## src/design/husky_ctrl_pkg.sv

```systemverilog
package husky_ctrl_pkg;

   // Bus widths
   localparam int unsigned ADDR_W      = 8;
   localparam int unsigned DATA_W      = 8;
   localparam int unsigned BYTECNT_W   = 7;
   localparam int unsigned SYNC_STAGES = 2;   // Flops per strobe synchroniser

   // Register map
   localparam logic [ADDR_W-1:0] REG_ERRORS       = 8'h10;  // Sticky, write 1 to clear
   localparam logic [ADDR_W-1:0] REG_FLASH_DIV    = 8'h11;  // 16 bits, little-endian
   localparam logic [ADDR_W-1:0] REG_TARGET_CTRL  = 8'h20;
   localparam logic [ADDR_W-1:0] REG_TARGET_POWER = 8'h21;  // Bit 0 set = power off

   localparam logic [15:0] FLASH_DIV_RESET = 16'd1000;

   // Bit positions inside REG_ERRORS
   localparam int unsigned ERR_FIFO_BIT  = 0;
   localparam int unsigned ERR_TRACE_BIT = 1;
   localparam int unsigned ERR_XADC_BIT  = 2;

   // Target control byte, written whole by the host and used field by field
   typedef union packed {
      logic [DATA_W-1:0] raw;
      struct packed {
         logic reserved;
         logic enable_avrprog;
         logic enable_nrst;
         logic output_nrst;
         logic enable_pdid;
         logic output_pdid;
         logic enable_pdic;
         logic output_pdic;
      } f;
   } target_ctrl_t;

endpackage

```

## src/design/error_led_ctrl.sv

```systemverilog
`timescale 1ns/1ps

module error_led_ctrl
   import husky_ctrl_pkg::*;
(
   input  logic                 clk_usb_buf,
   input  logic                 rst_n_i,
   input  logic [ADDR_W-1:0]    reg_address_i,
   input  logic [BYTECNT_W-1:0] reg_bytecnt_i,
   input  logic [DATA_W-1:0]    reg_wdata_i,
   input  logic                 reg_write_i,
   input  logic                 fifo_error_i,
   input  logic                 trace_error_i,
   input  logic                 xadc_error_i,
   input  logic                 pll_status_i,
   input  logic                 glitch_active_i,
   input  logic                 led_capture_i,
   input  logic                 led_armed_i,
   output logic [DATA_W-1:0]    read_data_o,
   output logic                 led_adc_o,
   output logic                 led_glitch_o,
   output logic                 led_cap_o,
   output logic                 led_armed_o
);

   logic [2:0]  err_q;
   logic [2:0]  err_set;
   logic [2:0]  err_clr;
   logic        err_any;
   logic [15:0] flash_div_q;
   logic [15:0] flash_cnt_q;
   logic        flash_q;

   always_comb begin
      err_set                = '0;
      err_set[ERR_FIFO_BIT]  = fifo_error_i;
      err_set[ERR_TRACE_BIT] = trace_error_i;
      err_set[ERR_XADC_BIT]  = xadc_error_i;
   end

   assign err_clr = (reg_write_i && reg_address_i == REG_ERRORS) ? reg_wdata_i[2:0] : 3'b000;
   assign err_any = |err_q;

   always_ff @(posedge clk_usb_buf or negedge rst_n_i) begin
      if (!rst_n_i) begin
         err_q       <= '0;
         flash_div_q <= FLASH_DIV_RESET;
      end else begin
         err_q <= (err_q & ~err_clr) | err_set;   // A live input wins over a clear
         if (reg_write_i && reg_address_i == REG_FLASH_DIV) begin
            if (reg_bytecnt_i == BYTECNT_W'(0))
               flash_div_q[7:0] <= reg_wdata_i;
            else if (reg_bytecnt_i == BYTECNT_W'(1))
               flash_div_q[15:8] <= reg_wdata_i;
         end
      end
   end

   // Flash pattern, one toggle per flash_div_q + 1 cycles
   always_ff @(posedge clk_usb_buf or negedge rst_n_i) begin
      if (!rst_n_i) begin
         flash_cnt_q <= '0;
         flash_q     <= 1'b0;
      end else if (!err_any) begin
         flash_cnt_q <= '0;
         flash_q     <= 1'b0;
      end else if (flash_cnt_q >= flash_div_q) begin
         flash_cnt_q <= '0;
         flash_q     <= ~flash_q;
      end else begin
         flash_cnt_q <= flash_cnt_q + 16'd1;
      end
   end

   always_comb begin
      case (reg_address_i)
         REG_ERRORS:    read_data_o = {{(DATA_W-3){1'b0}}, err_q};
         REG_FLASH_DIV: read_data_o = (reg_bytecnt_i == BYTECNT_W'(0)) ?
                                      flash_div_q[7:0] : flash_div_q[15:8];
         default:       read_data_o = '0;
      endcase
   end

   // Red LEDs flash on any error
   assign led_adc_o    = err_any ? flash_q : ~pll_status_i;
   assign led_glitch_o = err_any ? flash_q : glitch_active_i;
   assign led_cap_o    = led_capture_i;
   assign led_armed_o  = led_armed_i;

   a_flash_idle_low: assert property (@(posedge clk_usb_buf) disable iff (!rst_n_i)
      !err_any |=> !flash_q);

endmodule

```

## src/design/husky_ctrl_top.sv

```systemverilog
`timescale 1ns/1ps

module husky_ctrl_top
   import husky_ctrl_pkg::*;
(
   input  logic              clk_usb_buf,
   input  logic              rst_n_i,
   // Host bus
   input  logic [ADDR_W-1:0] usb_addr_i,
   input  logic [DATA_W-1:0] usb_data_i,
   input  logic              usb_cen_i,
   input  logic              usb_alen_i,
   input  logic              usb_rdn_i,
   input  logic              usb_wrn_i,
   output logic [DATA_W-1:0] usb_data_o,
   output logic              usb_data_oe_o,
   // Target pins
   input  logic              sam_mosi_i,
   input  logic              sam_spck_i,
   input  logic              target_miso_i,
   input  logic              usb_spare0_i,
   output logic              target_poweron_o,
   output logic              target_nrst_o,
   output logic              target_nrst_oe_o,
   output logic              target_pdid_o,
   output logic              target_pdid_oe_o,
   output logic              target_pdic_o,
   output logic              target_pdic_oe_o,
   output logic              target_mosi_o,
   output logic              target_mosi_oe_o,
   output logic              target_sck_o,
   output logic              target_sck_oe_o,
   output logic              sam_miso_o,
   output logic              sam_miso_oe_o,
   // Status and LEDs
   input  logic              fifo_error_i,
   input  logic              trace_error_i,
   input  logic              xadc_error_i,
   input  logic              pll_status_i,
   input  logic              glitch_active_i,
   input  logic              led_capture_i,
   input  logic              led_armed_i,
   output logic              led_adc_o,
   output logic              led_glitch_o,
   output logic              led_cap_o,
   output logic              led_armed_o
);

   logic [ADDR_W-1:0]    reg_address;
   logic [BYTECNT_W-1:0] reg_bytecnt;
   logic [DATA_W-1:0]    reg_wdata;
   logic                 reg_write;
   logic [DATA_W-1:0]    read_data_target;
   logic [DATA_W-1:0]    read_data_status;

   usb_reg_bus u_usb_reg_bus (
      .clk_usb_buf        (clk_usb_buf),
      .rst_n_i            (rst_n_i),
      .usb_addr_i         (usb_addr_i),
      .usb_data_i         (usb_data_i),
      .usb_cen_i          (usb_cen_i),
      .usb_alen_i         (usb_alen_i),
      .usb_rdn_i          (usb_rdn_i),
      .usb_wrn_i          (usb_wrn_i),
      .read_data_target_i (read_data_target),
      .read_data_status_i (read_data_status),
      .reg_address_o      (reg_address),
      .reg_bytecnt_o      (reg_bytecnt),
      .reg_wdata_o        (reg_wdata),
      .reg_write_o        (reg_write),
      .reg_read_o         (),             // No read side effects in these blocks
      .usb_data_o         (usb_data_o),
      .usb_data_oe_o      (usb_data_oe_o)
   );

   target_io_ctrl u_target_io_ctrl (
      .clk_usb_buf      (clk_usb_buf),
      .rst_n_i          (rst_n_i),
      .reg_address_i    (reg_address),
      .reg_wdata_i      (reg_wdata),
      .reg_write_i      (reg_write),
      .sam_mosi_i       (sam_mosi_i),
      .sam_spck_i       (sam_spck_i),
      .target_miso_i    (target_miso_i),
      .usb_spare0_i     (usb_spare0_i),
      .read_data_o      (read_data_target),
      .target_poweron_o (target_poweron_o),
      .target_nrst_o    (target_nrst_o),
      .target_nrst_oe_o (target_nrst_oe_o),
      .target_pdid_o    (target_pdid_o),
      .target_pdid_oe_o (target_pdid_oe_o),
      .target_pdic_o    (target_pdic_o),
      .target_pdic_oe_o (target_pdic_oe_o),
      .target_mosi_o    (target_mosi_o),
      .target_mosi_oe_o (target_mosi_oe_o),
      .target_sck_o     (target_sck_o),
      .target_sck_oe_o  (target_sck_oe_o),
      .sam_miso_o       (sam_miso_o),
      .sam_miso_oe_o    (sam_miso_oe_o)
   );

   error_led_ctrl u_error_led_ctrl (
      .clk_usb_buf     (clk_usb_buf),
      .rst_n_i         (rst_n_i),
      .reg_address_i   (reg_address),
      .reg_bytecnt_i   (reg_bytecnt),
      .reg_wdata_i     (reg_wdata),
      .reg_write_i     (reg_write),
      .fifo_error_i    (fifo_error_i),
      .trace_error_i   (trace_error_i),
      .xadc_error_i    (xadc_error_i),
      .pll_status_i    (pll_status_i),
      .glitch_active_i (glitch_active_i),
      .led_capture_i   (led_capture_i),
      .led_armed_i     (led_armed_i),
      .read_data_o     (read_data_status),
      .led_adc_o       (led_adc_o),
      .led_glitch_o    (led_glitch_o),
      .led_cap_o       (led_cap_o),
      .led_armed_o     (led_armed_o)
   );

endmodule

```

## src/design/target_io_ctrl.sv

```systemverilog
`timescale 1ns/1ps

module target_io_ctrl
   import husky_ctrl_pkg::*;
(
   input  logic              clk_usb_buf,
   input  logic              rst_n_i,
   input  logic [ADDR_W-1:0] reg_address_i,
   input  logic [DATA_W-1:0] reg_wdata_i,
   input  logic              reg_write_i,
   input  logic              sam_mosi_i,
   input  logic              sam_spck_i,
   input  logic              target_miso_i,
   input  logic              usb_spare0_i,
   output logic [DATA_W-1:0] read_data_o,
   output logic              target_poweron_o,
   output logic              target_nrst_o,
   output logic              target_nrst_oe_o,
   output logic              target_pdid_o,
   output logic              target_pdid_oe_o,
   output logic              target_pdic_o,
   output logic              target_pdic_oe_o,
   output logic              target_mosi_o,
   output logic              target_mosi_oe_o,
   output logic              target_sck_o,
   output logic              target_sck_oe_o,
   output logic              sam_miso_o,
   output logic              sam_miso_oe_o
);

   target_ctrl_t ctrl_q;
   logic         power_off_q;
   logic         avrprog;

   always_ff @(posedge clk_usb_buf or negedge rst_n_i) begin
      if (!rst_n_i) begin
         ctrl_q.raw  <= '0;
         power_off_q <= 1'b1;   // Board comes up with target unpowered
      end else if (reg_write_i) begin
         if (reg_address_i == REG_TARGET_CTRL)
            ctrl_q.raw <= reg_wdata_i;
         if (reg_address_i == REG_TARGET_POWER)
            power_off_q <= reg_wdata_i[0];
      end
   end

   always_comb begin
      case (reg_address_i)
         REG_TARGET_CTRL:  read_data_o = ctrl_q.raw;
         REG_TARGET_POWER: read_data_o = {{(DATA_W-1){1'b0}}, power_off_q};
         default:          read_data_o = '0;
      endcase
   end

   assign avrprog          = ctrl_q.f.enable_avrprog;
   assign target_poweron_o = ~power_off_q;

   // AVR programming takes nRST over from the manual drive
   assign target_nrst_o    = avrprog ? usb_spare0_i : ctrl_q.f.output_nrst;
   assign target_nrst_oe_o = target_poweron_o & (avrprog | ctrl_q.f.enable_nrst);

   assign target_pdid_o    = ctrl_q.f.output_pdid;
   assign target_pdid_oe_o = target_poweron_o & ctrl_q.f.enable_pdid;
   assign target_pdic_o    = ctrl_q.f.output_pdic;
   assign target_pdic_oe_o = target_poweron_o & ctrl_q.f.enable_pdic;

   // SPI pass-through from the SAM
   assign target_mosi_o    = sam_mosi_i;
   assign target_mosi_oe_o = target_poweron_o & avrprog;
   assign target_sck_o     = sam_spck_i;
   assign target_sck_oe_o  = target_poweron_o & avrprog;

   assign sam_miso_o    = target_miso_i;
   assign sam_miso_oe_o = avrprog;   // SAM side, independent of target power

   // Pins float whenever the target is unpowered
   a_power_off_floats: assert property (@(posedge clk_usb_buf) disable iff (!rst_n_i)
      power_off_q |-> !(target_nrst_oe_o || target_pdid_oe_o || target_pdic_oe_o ||
                        target_mosi_oe_o || target_sck_oe_o));

endmodule

```

## src/design/usb_reg_bus.sv

```systemverilog
`timescale 1ns/1ps

module usb_reg_bus
   import husky_ctrl_pkg::*;
(
   input  logic                 clk_usb_buf,
   input  logic                 rst_n_i,
   input  logic [ADDR_W-1:0]    usb_addr_i,
   input  logic [DATA_W-1:0]    usb_data_i,
   input  logic                 usb_cen_i,
   input  logic                 usb_alen_i,
   input  logic                 usb_rdn_i,
   input  logic                 usb_wrn_i,
   input  logic [DATA_W-1:0]    read_data_target_i,
   input  logic [DATA_W-1:0]    read_data_status_i,
   output logic [ADDR_W-1:0]    reg_address_o,
   output logic [BYTECNT_W-1:0] reg_bytecnt_o,
   output logic [DATA_W-1:0]    reg_wdata_o,
   output logic                 reg_write_o,
   output logic                 reg_read_o,
   output logic [DATA_W-1:0]    usb_data_o,
   output logic                 usb_data_oe_o
);

   logic [SYNC_STAGES-1:0] cen_sync;
   logic [SYNC_STAGES-1:0] alen_sync;
   logic [SYNC_STAGES-1:0] rdn_sync;
   logic [SYNC_STAGES-1:0] wrn_sync;
   logic                   rdn_d;   // Last stage delayed, for edges
   logic                   wrn_d;
   logic                   cen_s;
   logic                   alen_s;
   logic                   rdn_s;
   logic                   wrn_s;
   logic                   wr_fall;
   logic                   rd_fall;
   logic                   strobe_rise;
   logic [DATA_W-1:0]      rdata_q;

   // Strobes idle high, so the chains reset to ones
   always_ff @(posedge clk_usb_buf or negedge rst_n_i) begin
      if (!rst_n_i) begin
         cen_sync  <= '1;
         alen_sync <= '1;
         rdn_sync  <= '1;
         wrn_sync  <= '1;
         rdn_d     <= 1'b1;
         wrn_d     <= 1'b1;
      end else begin
         cen_sync  <= {cen_sync[SYNC_STAGES-2:0], usb_cen_i};
         alen_sync <= {alen_sync[SYNC_STAGES-2:0], usb_alen_i};
         rdn_sync  <= {rdn_sync[SYNC_STAGES-2:0], usb_rdn_i};
         wrn_sync  <= {wrn_sync[SYNC_STAGES-2:0], usb_wrn_i};
         rdn_d     <= rdn_s;
         wrn_d     <= wrn_s;
      end
   end

   assign cen_s  = cen_sync[SYNC_STAGES-1];
   assign alen_s = alen_sync[SYNC_STAGES-1];
   assign rdn_s  = rdn_sync[SYNC_STAGES-1];
   assign wrn_s  = wrn_sync[SYNC_STAGES-1];

   assign wr_fall     = wrn_d & ~wrn_s & ~cen_s;
   assign rd_fall     = rdn_d & ~rdn_s & ~cen_s;
   assign strobe_rise = (~wrn_d & wrn_s) | (~rdn_d & rdn_s);  // End of one byte

   always_ff @(posedge clk_usb_buf or negedge rst_n_i) begin
      if (!rst_n_i) begin
         reg_write_o   <= 1'b0;
         reg_read_o    <= 1'b0;
         reg_address_o <= '0;
         reg_bytecnt_o <= '0;
      end else begin
         reg_write_o <= wr_fall;
         reg_read_o  <= rd_fall;
         if (!alen_s && !cen_s) begin
            reg_address_o <= usb_addr_i;   // New burst
            reg_bytecnt_o <= '0;
         end else if (strobe_rise) begin
            reg_bytecnt_o <= reg_bytecnt_o + 1'b1;
         end
      end
   end

   // Data path
   always_ff @(posedge clk_usb_buf) begin
      if (wr_fall)
         reg_wdata_o <= usb_data_i;
      rdata_q <= read_data_target_i | read_data_status_i;
      if (reg_read_o)
         usb_data_o <= rdata_q;   // Held for the rest of the strobe
   end

   assign usb_data_oe_o = ~rdn_s & ~cen_s;

   a_no_rd_wr_overlap: assert property (@(posedge clk_usb_buf) disable iff (!rst_n_i)
      !(reg_write_o && reg_read_o));

endmodule

```

## config.mk

```make
export PLATFORM = sky130hd
export DESIGN_NAME = husky_ctrl_top
export DESIGN_NICKNAME = d
export VERILOG_FILES = /design/src/design/husky_ctrl_pkg.sv /design/src/design/error_led_ctrl.sv /design/src/design/husky_ctrl_top.sv /design/src/design/target_io_ctrl.sv /design/src/design/usb_reg_bus.sv
export SDC_FILE = /design/constraint.sdc
export NUM_CORES = 1
export LEC_CHECK = 0
export BUFFER_PORTS_ARGS = -buffer_cell sky130_fd_sc_hd__buf_2
export CAP_MARGIN = 20
export CORE_MARGIN = 2
export CORE_UTILIZATION = 30
export DETAILED_ROUTE_END_ITERATION = 10
export GPL_TIMING_DRIVEN = 1
export HOLD_SLACK_MARGIN = 0.03
export SYNTH_ARGS = -nofsm -noshare
export SYNTH_HDL_FRONTEND = slang
export SYNTH_SLANG_ARGS = --single-unit
```

## constraint.sdc

```tcl
create_clock -name clk_usb_buf -period 3.85 [get_ports clk_usb_buf]
set_clock_uncertainty 0.05 [all_clocks]
set_input_delay 0.1925 -clock clk_usb_buf [delete_from_list [all_inputs] [get_ports clk_usb_buf]]
set_output_delay 0.1925 -clock clk_usb_buf [all_outputs]
set_load 0.01 [all_outputs]
```

* After elaboration in Yosys (flattened, before gate mapping) *
Index checks and enable logic that the tools add are counted.

operators by class
  multiplexer cells = 13
  magnitude comparators = 1
  add/sub/neg operators = 2
  equal/unequal tests = 6
  bitwise gates (word level) = 26
  reductions and logical operators = 12

operators with widths
  cell                   count
  $mux 16                2
  $pmux 8 s2             2
  $add 16x1->16 const B  1
  $eq 8x5->1 const B     2
  $eq 8x6->1 const B     2
  $ge 16x16->1           1
  $mux 7                 2
  $and 1x1->1            11
  $not 1->1              9
  $mux 8                 1
  $or 8x8->8             1
  $add 7x1->7 const B    1
  $eq 7x1->1 const B     1
  $logic_not 7->1        1
  $reduce_and 2->1       3
  $mux 1                 5
  $and 3x3->3            1
  $logic_and 1x1->1      3
  $mux 3                 1
  $not 3->3              1
  $or 3x3->3             1
  $reduce_and 3->1       1
  $reduce_or 3->1        1
  $logic_not 1->1        2
  other kinds (3)        4

storage, ports and cells
  register bits after elaboration = 96
  bits of input ports = 33
  word-level logic and storage cells = 80
  output and inout bits = 26

* Depth between registers and ports, before layout *
Gate-level depths: netlist (run 1).

  word-level depth = 6
  mapped depth = 8
  mapped depth without buffers = 7

* By module *
A second synthesis (run 1) with hierarchy kept.

second synthesis, totals
  cell total of the unflattened synthesis = 371
  area, all modules = 4,424.2 um2

by module, submodules not included
  module          seq. area each (um2)  cells each  instances  area each (um2)
  error_led_ctrl  908.4                 227         1          2,183.3
  usb_reg_bus     1,328.8               100         1          1,706.6
  target_io_ctrl  226.5                 44          1          534.3

* Worst setup path after synthesis (run 1) *
No wires, ideal clock.

  kind = reg2reg
  start point = register u_error_led_ctrl.flash_div_q[7]
  end point = register u_error_led_ctrl.flash_q
  stages on the path, launching flop included = 8
  clock period less this slack = 2.102 ns
  arrival time = 1.928 ns
  data required time = 3.675 ns
  slack = 1.748 ns
  library setup time = 0.125 ns
  path buffers = 0
  cells stage by stage = dfstp_2 -> inv_1 -> ha_1 -> nand2_1 -> o21ai_0 -> a41oi_1 -> o311ai_2 -> mux2_2

on the way
  word-level cells in the longest chain between the ends = 2

RTL lines
  item                         RTL line              text
  start: declaration           error_led_ctrl.sv:30  logic [15:0] flash_div_q;
  start signal: assignment     error_led_ctrl.sv:52  flash_div_q[7:0] <= reg_wdata_i;
  $ge 16x16->1                 error_led_ctrl.sv:67  end else if (flash_cnt_q >= flash_div_q) begin
  $ne 2x2->1 (no source line)  n/a
  end signal: assignment       error_led_ctrl.sv:69  flash_q <= ~flash_q;
  end: declaration             error_led_ctrl.sv:32  logic flash_q;

No other way between the ends.
A chain may end at the register's enable or synchronous reset.

* Worst setup path in the final report (run 1) *
  start point = register u_error_led_ctrl.flash_cnt_q[13]
  end point = register u_error_led_ctrl.flash_q

on the way
  word-level cells in the longest chain between the ends = 2

RTL lines
  item                         RTL line              text
  start: declaration           error_led_ctrl.sv:31  logic [15:0] flash_cnt_q;
  start signal: assignment     error_led_ctrl.sv:71  flash_cnt_q <= flash_cnt_q + 16'd1;
  $ge 16x16->1                 error_led_ctrl.sv:67
  $ne 2x2->1 (no source line)  n/a

No other way between the ends.

==> results of run 1 <==
-- layout make-up --
type                    count  area share [%]
flip-flops and latches     96            46.3
well taps                 180            4.23
clock buffers               9            4.23
multi-input cells         221            32.7
inverters                  20            1.41
repair buffers             77            9.92
clock inverters             7            1.22
-- layout by cell type (no fill, tap or decap), types with 2 or more instances in the layout --
cell / synthesis / final
xor2_1: 10 / 10
dfxtp_1: 8 / 8
clkinv_4: 0 / 3
nand2_1: 24 / 24
or4_4: 2 / 2
dfstp_2: 17 / 17
xnor2_1: 9 / 9
mux2_4: 8 / 8
edfxtp_1: 16 / 16
o21ai_0: 11 / 11
nand3_1: 7 / 7
or3_1: 2 / 2
o22ai_1: 2 / 2
a2111oi_0: 2 / 2
inv_1: 20 / 20
nor3_1: 4 / 4
nor2_1: 37 / 37
a21oi_1: 7 / 7
a21o_1: 3 / 3
dlygate4sd3_1: 0 / 23
inv_6: 0 / 2
ha_1: 20 / 20
buf_2: 1 / 48
a22oi_1: 2 / 2
mux2i_1: 8 / 8
dfrtp_1: 55 / 55
nor2b_1: 6 / 6
clkbuf_16: 0 / 9
nor4b_2: 3 / 3
nand4_1: 7 / 7
mux2_2: 27 / 27
buf_4: 6 / 5
nand3b_1: 2 / 2
nor2_8: 2 / 2
-- power by group --
| part | switching [mW] | internal, mW |
|---|---|---|
| logic | 0.156 | 0.141 |
| clock network | 0.405 | 0.450 |
| registers | 0.0482 | 1.08 |
-- cells in the mapped netlist, types with 2 or more instances --
master / n / share of area (%)
xor2_1: 10 / 2.0
nor2_8: 2 / 0.92
a22oi_1: 2 / 0.35
edfxtp_1: 16 / 11
nand3_1: 7 / 0.81
xnor2_1: 9 / 1.8
a2111oi_0: 2 / 0.40
nand3b_1: 2 / 0.35
dfrtp_1: 55 / 32
inv_1: 20 / 1.7
nor2b_1: 6 / 0.87
dfstp_2: 17 / 10
or3_1: 2 / 0.29
a21o_1: 3 / 0.52
o21ai_0: 11 / 1.3
buf_4: 6 / 1.0
nor4b_2: 3 / 1.0
o22ai_1: 2 / 0.29
nand2_1: 24 / 2.1
or4_4: 2 / 0.52
nor2_1: 37 / 3.2
mux2_2: 27 / 7.0
mux2_4: 8 / 2.8
mux2i_1: 8 / 1.8
ha_1: 20 / 5.8
dfxtp_1: 8 / 3.7
a21oi_1: 7 / 0.81
nor3_1: 4 / 0.46
clkbuf_1: 2 / 0.17
nand4_1: 7 / 1.0
-- state kept, by name, summed over array words and instances, names as in the netlist, 2 cells and up --
name                          flops
u_usb_reg_bus.reg_address_o       8
u_error_led_ctrl.flash_cnt_q     16
u_usb_reg_bus.rdata_q             8
u_usb_reg_bus.wrn_sync            2
u_error_led_ctrl.err_q            3
u_target_io_ctrl.ctrl_q           8
u_usb_reg_bus.alen_sync           2
u_usb_reg_bus.usb_data_o          8
u_usb_reg_bus.reg_bytecnt_o       7
u_usb_reg_bus.reg_wdata_o         8
u_usb_reg_bus.rdn_sync            2
u_error_led_ctrl.flash_div_q     16
u_usb_reg_bus.cen_sync            2
-- worst max-delay path, delay by kind of cell (launching register included) --
kind	cells	cell delay (ns)
DFF	1	0.42
adders and majority gates	1	0.32
muxes	1	0.28
AOI/OAI and AO/OA	3	0.78
buffers and inverters	1	0.23
and+or+nand+nor	1	0.05
-- what timing repair did --
action,in CTS,in global routing
hold endpoints to repair,53,0
hold buffers,23,0
setup endpoints to repair,0,0
-- metal layers --
layer	wire length, um	global-route usage [%]
met1	3880	14.3
met5	0	0
met4	121	3.57
met3	291	3.14
met2	4150	19.2
-- stage by stage --
| stage | util (%) | area [sq um] |
|---|---|---|
| detailed placement | 34.2 | 4780 |
| floorplan | - | 4340 |
| finish | 38.0 | 5320 |
| CTS | 37.9 | 5300 |
| global route | 38.0 | 5320 |
| global placement | 34.2 | 4780 |
-- path summary, 6_finish.rpt --
check | depth (start not counted) | slack (ns) | startpoint | endpoint
setup / recovery | 7 | 1.59 | u_error_led_ctrl.flash_cnt_q[13]$_DFF_PN0_ | u_error_led_ctrl.flash_q$_DFFE_PN0P_
hold / removal | 2 | 0.04 | usb_addr_i[6] | u_usb_reg_bus.reg_address_o[6]$_DFFE_PN0P_
setup reg to reg | 7 | 1.59 | u_error_led_ctrl.flash_cnt_q[13]$_DFF_PN0_ | u_error_led_ctrl.flash_q$_DFFE_PN0P_
hold reg to reg | 0 | 0.31 | u_usb_reg_bus.cen_sync[0]$_DFF_PN1_ | u_usb_reg_bus.cen_sync[1]$_DFF_PN1_
max in group asynchronous | 4 | 2.84 | rst_n_i | u_error_led_ctrl.flash_div_q[5]$_DFFE_PN1P_
min in group asynchronous | 2 | 0.33 | rst_n_i | u_usb_reg_bus.cen_sync[1]$_DFF_PN1_
-- kinds of logic (layout without fill, tap and decap cells) --
| family | after synthesis | after routing |
|---|---|---|
| multiplexers | 43 | 43 |
| buffers and inverters | 29 | 113 |
| flip-flops | 96 | 96 |
| AND/OR/NAND/NOR | 107 | 107 |
| adder cells (fa/ha/maj) | 20 | 20 |
| AO/OA/AOI/OAI | 32 | 32 |
| XOR/XNOR | 19 | 19 |
==> summary.md, run 1 <==
| Metric | Value |
|---|---|
| Netlist cell types | between 40 and 50 |
| Initial antenna violation count | 0 |
| Pre-CTS setup slack | 1.58 ns |
| Post-Synth Simple-Gate Area | 14.1% |
| Largest net degree at the start of global routing | 46 |
| Register area | between 2000 and 2500 sq um |
| Critical Path, Cell by Cell | ha_1, a21oi_1, nor2_1, a2111oi_0, o311ai_2, buf_4, mux2_2 |
| Post-Synth Adder-Cell Area | 5.77% |
| Worst path max stage delay | 0.45 ns |
| Rows | 43 |
| CTS H-tree depth | 3 |
| Non-filler cells, final | 610 |
| Worst-Skew Late Latency | between 0.3 and 0.4 ns |
| Remaining DRCs | 0 |
| Top_reg_cell synth | dfrtp_1 |
| PortBufs | 48 |
| CTS sink cnt | 96 |
| Syn. warnings | 0 |
| Multi-input gate area | 1740 sq um |
| Dpl hpwl | 6250 um |
| Final setup viols | 0 |
| Core area | between 10,000 and 15,000 sq um |
| WP data arrival | 2.44 ns |
| Setup bufs post-CTS | 0 |
| FILL cells | between 1,000 and 1,500 |
| Worst setup EP type | flop |
| Clock tree buffer depth | 2 |
| Sequential fraction of the synthesis area | 56.8% |
| Final period util | between 50% and 60% |
| Post-synthesis compound-gate area fraction | roughly 4.7% |
| Reg clk slew, reported paths | 0.07 ns |
| Worst hold path type | in2reg |
| Initial Util | between 30 and 40% |
| Mux cell area share after synthesis | 11.6% |
| CTS tree | yes |
| Slowest-stage cell, CP | a2111oi_0 |
| CTS root buffer | clkbuf_16 |
| Slew Limit Headroom | 53.9% |
| Combinational family with the most area after synthesis | simple AND/OR/NAND/NOR gates |
| Seq cells post-synth | 96 |
| VDD IR max | 263 uV |
| Total Power | 2.28 mW |
| Critical Path RT | 4.03 ns |
| ANT nets after route | 0 |
| Final hold viol count | 0 |
| N_diodes | 0 |
| DRT Pass-1 Iters | 4 |
| Fin nets | about 480 |
| Syn Inst Count | 346 |
| Share of cells above drive strength 1 | 31.9% |
| Worst setup margin | 1.59 ns |
| RSZ-0062 raised after global routing | no |
| DR vias/cell | 4.51 |
| Routed len/inst | 13.8 um |
| Ports | a little under 60 |
| Crit Path Max Fanout | 17 |
| Post-route setup TNS | 0 ns |
| Post-synthesis net count | ~400 |
| Cts bufs inserted | 9 |
| Via Count | 2,749 |
| Inst Count DP | 570 |
| Die footprint | 15,400 sq um |
| Cell Pwr Density | 429 nW/um^2 |
| Synth Area in XOR/XNOR | 3.84% |
| P_leak | 2.28 nW |
| Area delta synth->final | 22.7% |
| Fin Hold WS | 0.0377 ns |
| Total GRT Usage | approximately 11% |
| Synthesized cell area | approximately 4300 sq um |
| Slew @ Worst Pin | 0.686 ns |
| Cts repair resizes | 0 |
| Global route total overflow | 0 |
| Asr flop ratio synth | about three quarters |
| Crit Path Category | reg2reg |
| Fmax | 0.443 GHz |
| Number of global-route vias before repair | around 2,800 |
| EDFF count, synth | 16 |
| Status | finished clean |
| GPL Wtd Cong | 0.838 |
| WL final | 8440 um |
| Mean area per synthesized cell | between 10 and 15 sq um |
| Die Width | 124 um |
| Min cycle time layout | 2.26 ns |
| Fin. max-slew vios | 0 |
| Maxcap violations | 0 |
| Starting DRT DRC Count | 159 |
| Die height | 124 um |
| First-pass GRT wire length | roughly 14,000 um |
| Crit path launch type | flop |
Power figures use the tool's default switching activity.
==> run 2: changes to the inputs <==
clock period = 1.9 ns   (was 3.85 ns; I/O delays follow)
==> summary.md, run 2 (synthesis gave the netlist of run 1 again) <==
| Metric | Value |
|---|---|
| Slew Limit Headroom | 47.4% |
| Starting DRT DRC Count | 199 |
| N_diodes | 0 |
| Die Width | 124 um |
| Crit path launch type | flop |
| Net Sw Power | 1.22 mW |
| R2R Setup Slk | -0.02 ns |
| Total GRT Usage | 12.6% |
| Initial Util | 31.0% |
| DRT Pass-1 Iters | 4 |
| WP data arrival | 2.11 ns |
| Worst setup margin | -0.0233 ns |
| WL final | 9350 um |
| CTS H-tree depth | 3 |
| Core area | 14,000 sq um |
| Power Internal | 3.62 mW |
| Sw Share | between 20% and 30% |
| Final instance area | 5680 sq um |
| Critical Path RT | 2.08 ns |
| Rows | 43 |
| DR vias/cell | 4.51 |
| CTS root buffer | clkbuf_16 |
| Number of global-route vias before repair | between 3,000 and 4,000 |
| RSZ-0062 raised after global routing | yes |
| Fin nets | 506 |
| Reg2reg start | u_error_led_ctrl.flash_div_q[6]$_DFFE_PN1P_ |
| Final setup viols | 1 |
| Commonest non-fill, non-tap cell in the layout | dfrtp_1 |
| Clk network pwr share | 37.9% |
| Largest net degree at the start of global routing | 73 |
| Clock tree buffer depth | 2 |
| ANT nets after route | 0 |
| Crit Path Max Fanout | 2 |
| Hold path startpoint | sam_mosi_i |
| Area delta synth->final | 31.0% |
| FILL cells | 1,349 |
| Failing checks | setup timing |
| Cts bufs inserted | 9 |
| Maxcap violations | 0 |
| Worst-Skew Late Latency | 0.35 ns |
| Fin. max-slew vios | 0 |
| Hold path depth | 0 |
| Largest regs | u_error_led_ctrl.flash_cnt_q (16), u_error_led_ctrl.flash_div_q (16) |
| Fmax | 0.520 GHz |
| Crit Path Category | reg2reg |
| GPL Wtd Cong | around 0.78 |
| Reg clk slew, reported paths | 0.06 ns |
| Cell Pwr Density | 852 nW/um^2 |
| Global route total overflow | 0 |
| Routed len/inst | 14.7 um |
| Worst r2r dst | u_error_led_ctrl.flash_q$_DFFE_PN0P_ |
| Setup bufs post-CTS | 0 |
| VDD IR max | 568 uV |
| Dpl hpwl | 6720 um |
| PortBufs | 48 |
| CTS tree | yes |
| First-pass GRT wire length | 15,300 um |
| Total Power | ~4.8 mW |
| Hold endpoint | target_mosi_o |
| Status | complete, but fails checks |
| Final period util | 101% |
| Ports | 59 |
| Remaining DRCs | 0 |
| Initial antenna violation count | 0 |
| Length in cells of the worst reg-to-reg path | 7 |
| Worst setup EP type | flop |
| Gate power share | 14.9% |
| Die height | ~120 um |
| Share of power burned in registers | between 40% and 50% |
| Dpl cell area | about 5000 sq um |
| Commonest cells after routing, fill and taps aside | dfrtp_1 (55), buf_2 (48), nor2_1 (36), buf_4 (30), dlygate4sd3_1 (24) |
| Final hold viol count | 0 |
| Share of cells above drive strength 1 | 38.0% |
| P_leak | 2.48 nW |
| Die footprint | 15,400 sq um |
| Slew @ Worst Pin | 0.787 ns |
| CTS sink cnt | 96 |
| Worst hold path type | in2out |
| Min cycle time layout | a little under 2 ns |
| Via Count | 2,879 |
[run 2: metal layers]
layer,vias up,share of wire [%],global-route usage [%],wire length [um]
li1,1422,-,-,-
met1,1393,46,15.7,4310
met2,50,48,20.9,4530
met3,14,3.7,4.00,346
met4,0,1.8,3.97,166
met5,-,0,0,0
[run 2: power by group through the flow]
stage	registers, mW	logic (mW)	clock network, mW
global route	2.30	0.786	1.98
floorplan	2.31	0.431	0
global placement	2.32	0.654	0
detailed placement	2.32	0.672	0
CTS	2.29	0.720	1.89
finish	2.29	0.719	1.83
[run 2: metrics by stage]
| stage | hold WS [ns] | instances | utilization [%] | setup TNS, ns | setup slack [ns] |
|---|---|---|---|---|---|
| 4_1_cts | 0.140 | 638 | 40.3 | -0.0900 | -0.0438 |
| 2_1_floorplan | -0.251 | 346 | - | -0.319 | -0.0671 |
| 5_1_grt | 0.140 | 638 | 40.6 | -1.22 | -0.0734 |
| 3_3_place_gp | 0.101 | 598 | 36.0 | -0.189 | -0.0403 |
| 6_report | 0.140 | 638 | 40.6 | -0.0233 | -0.0233 |
| 3_5_place_dp | 0.101 | 598 | 36.0 | -1.14 | -0.0896 |
[run 2: worst max-delay path, cell delays in order, from the launching register on]
cell	delay [ns]
dfstp_2	0.54
inv_2	0.05
ha_4	0.26
nand2_4	0.06
nor2_4	0.10
a41oi_2	0.14
o311ai_4	0.28
mux2_4	0.32
[run 2: how the worst max path moves through the flow]
stage                                                           start                              endpoint  depth (start not counted)
final                     u_error_led_ctrl.flash_div_q[6]$_DFFE_PN1P_  u_error_led_ctrl.flash_q$_DFFE_PN0P_                          7
after CTS                 u_error_led_ctrl.flash_div_q[6]$_DFFE_PN1P_  u_error_led_ctrl.flash_q$_DFFE_PN0P_                          7
after floorplan            u_error_led_ctrl.flash_cnt_q[13]$_DFF_PN0_  u_error_led_ctrl.flash_q$_DFFE_PN0P_                          6
after detailed placement   u_error_led_ctrl.flash_cnt_q[13]$_DFF_PN0_  u_error_led_ctrl.flash_q$_DFFE_PN0P_                          6
after global routing      u_error_led_ctrl.flash_div_q[7]$_DFFE_PN1P_  u_error_led_ctrl.flash_q$_DFFE_PN0P_                          7
after global placement     u_error_led_ctrl.flash_cnt_q[13]$_DFF_PN0_  u_error_led_ctrl.flash_q$_DFFE_PN0P_                          6
[run 2: repair_timing]
item,4_1_cts,5_1_grt
resized for setup,10,14
hold endpoints to repair,88,0
cloned,0,0
pin swaps,6,5
endpoints found under the setup margin,23,36
hold buffers,24,0
[run 2: area by class of cell]
| type | count | area, sq um | area share, % |
|---|---|---|---|
| flip-flops and latches | 96 | 2460 | 43.4 |
| multi-input cells | 221 | 1860 | 32.8 |
| repair buffers | 105 | 748 | 13.2 |
| clock buffers | 11 | 243 | 4.27 |
| well taps | 180 | 225 | 3.97 |
| inverters | 20 | 75.1 | 1.32 |
| clock inverters | 5 | 63.8 | 1.12 |
==> run 3: changes to the inputs <==
ABC_AREA = 1   (was not set)
RECOVER_POWER = 50   (was not set)
==> summary.md, run 3 <==
| Metric | Value |
|---|---|
| Synth top area share | 30.2% |
| Largest regs | u_error_led_ctrl.flash_cnt_q (16), u_error_led_ctrl.flash_div_q (16) |
| Total GRT Usage | 12.5% |
| CTS tree | yes |
| Fmax | about 0.56 GHz |
| Max layer used | met4 |
| Slew @ Worst Pin | 0.973 ns |
| Critical Path RT | 2.07 ns |
| Cell Pwr Density | 852 nW/um^2 |
| Share of cells above drive strength 1 | roughly 22% |
| Worst-Skew Late Latency | 0.34 ns |
| Syn Inst Count | 497 |
| Commonest non-fill, non-tap cell in the layout | nand2_1 |
| Post-synthesis net count | 550 |
| Sequential fraction of the synthesis area | 54.0% |
| Final setup viols | 0 |
| Inst Count DP | 731 |
| Rows | 45 |
| DR vias/cell | 4.44 |
| WL met2 | 4650 um |
| Largest net degree at the start of global routing | 73 |
| Seq cells post-synth | 96 |
| Die height | 127 um |
| Routed wl met3 | 416 um |
| CTS sink cnt | 96 |
| P_leak | 2.64 nW |
| Die Width | 127 um |
| Initial Util | 30.4% |
| Dpl cell area | 5040 sq um |
| Number of global-route vias before repair | approximately 3,400 |
| DRT Pass-1 Iters | 4 |
| Die footprint | 16,200 sq um |
| WL final | 9630 um |
| Crit path launch type | flop |
| Worst setup EP type | flop |
| Crit Path Category | reg2reg |
| Fin Hold WS | 0.140 ns |
| Reg clk slew, reported paths | 0.07 ns |
| ANT nets after route | 0 |
| Remaining DRCs | 0 |
| Post-route setup TNS | 0 ns |
| N_diodes | 0 |
| M1 wire length | 4410 um |
| Most common library cells after synthesis | nand2_1 (106), inv_1 (79), dfrtp_1 (55) |
| RSZ-0062 raised after global routing | yes |
| Min cycle time layout | 1.78 ns |
| EDFF count, synth | 16 |
| Synthesized cell area | 4560 sq um |
| Core area | 15,000 sq um |
| Worst setup margin | 0.119 ns |
| Final core utilization | a little under two fifths |
| Area delta synth->final | 23.6% |
| Initial antenna violation count | 0 |
| Dpl hpwl | 7320 um |
| Non-filler cells, final | roughly 770 |
| GPL Wtd Cong | ~0.85 |
| Asr flop ratio synth | ~75% |
| Total Power | around 4.8 mW |
| WP data arrival | 1.95 ns |
| Top area cells in the synthesized netlist | dfrtp_1 (30%), edfxtp_1 (11%), dfstp_2 (9.8%) |
| Fin. max-slew vios | 0 |
| Crit Path Max Fanout | 7 |
| Worst hold path type | in2out |
| Via Count | 3,429 |
| Global route total overflow | 0 |
| Fin nets | 633 |
| Maxcap violations | 0 |
| Final instance area | 5640 sq um |
| CTS root buffer | clkbuf_16 |
| PortBufs | 48 |
| Syn. warnings | 0 |
| VDD IR max | 520 uV |
| Hold path depth | 0 |
| Starting DRT DRC Count | around 210 |
| Slew Limit Headroom | between 30% and 40% |
| Length in cells of the worst reg-to-reg path | 12 |
| Final hold viol count | 0 |
| Pre-CTS setup slack | a little under 0.09 ns |
| Area leader, netlist | dfrtp_1 |
| Commonest cells after routing, fill and taps aside | nand2_1 (103), inv_1 (77), dfrtp_1 (55), nor2_1 (45), buf_2 (44) |
| Final period util | 93.7% |
| Mean area per synthesized cell | 9.18 sq um |
| First-pass GRT wire length | 16,100 um |
| Status | finished clean |
| Most frequent cell after synthesis | nand2_1 |
| Top_reg_cell synth | dfrtp_1 |
| CTS H-tree depth | 3 |
| Cts bufs inserted | 9 |
| Ports | 59 |
| Netlist cell types | 34 |
| Clock tree buffer depth | 2 |
| Routed len/inst | roughly 12 um |
==> run 3: cells by family after synthesis <==
logic type	after synthesis	share of synthesized area [%]
xor gates and xnor gates	11	2.11
buffers and inverters	96	8.85
and+or+nand+nor	207	20.6
AOI/OAI and AO/OA	67	8.94
adders and majority gates	20	5.48
DFF	96	54.0
==> run 3: area by class of cell <==
type / count / area (sq um)
clock buffer: 11 / 243
clock inverter: 5 / 86.3
fill: 1472 / 9390
inverter: 84 / 315
multi-input combinational: 305 / 1730
sequential: 96 / 2460
tap: 188 / 235
timing repair buffer: 84 / 569
==> run 3: per-layer routing <==
metal	vias up	GRT usage [%]
met5	-	0
met2	75	21.2
met3	13	3.14
li1	1738	-
met4	0	3.43
met1	1603	15.9
==> run 3: path summary, 6_finish.rpt <==
check                                                       startpoint                                          to  slack (ns)
min reg2reg                       u_usb_reg_bus.alen_sync[0]$_DFF_PN1_        u_usb_reg_bus.alen_sync[1]$_DFF_PN1_        0.31
max                        u_error_led_ctrl.flash_div_q[5]$_DFFE_PN1P_   u_error_led_ctrl.flash_cnt_q[5]$_DFF_PN0_        0.12
min                                                        led_armed_i                                 led_armed_o        0.14
max reg2reg                u_error_led_ctrl.flash_div_q[5]$_DFFE_PN1P_   u_error_led_ctrl.flash_cnt_q[5]$_DFF_PN0_        0.12
max in group asynchronous                                      rst_n_i  u_error_led_ctrl.flash_cnt_q[15]$_DFF_PN0_        0.64
min in group asynchronous                                      rst_n_i      u_target_io_ctrl.ctrl_q[0]$_DFFE_PN0P_        0.52
==> run 3: power by group <==
group | internal (mW) | total [mW] | leakage [nW] | switching, mW
Clock | 1.20 | 1.96 | 0.161 | 0.762
Sequential | 2.20 | 2.26 | 1.12 | 0.0644
Combinational | 0.236 | 0.585 | 1.35 | 0.349
==> run 3: timing repair <==
item / 4_1_cts / 5_1_grt
hold buffers: 24 / 0
setup endpoints to repair: 0 / 17
hold endpoints to repair: 78 / 0
setup buffers: 0 / 2
gates resized for setup: 0 / 8
==> run 3: worst max-delay path, stage by stage, from the launching register on <==
cell,delay (ns)
dfstp_2,0.53
inv_1,0.08
ha_4,0.28
nand2_1,0.05
inv_1,0.05
nand2_2,0.05
nor2_1,0.10
nor2_1,0.06
nand2_1,0.08
nand2_2,0.06
nand2_2,0.07
buf_4,0.15
nor2_1,0.05
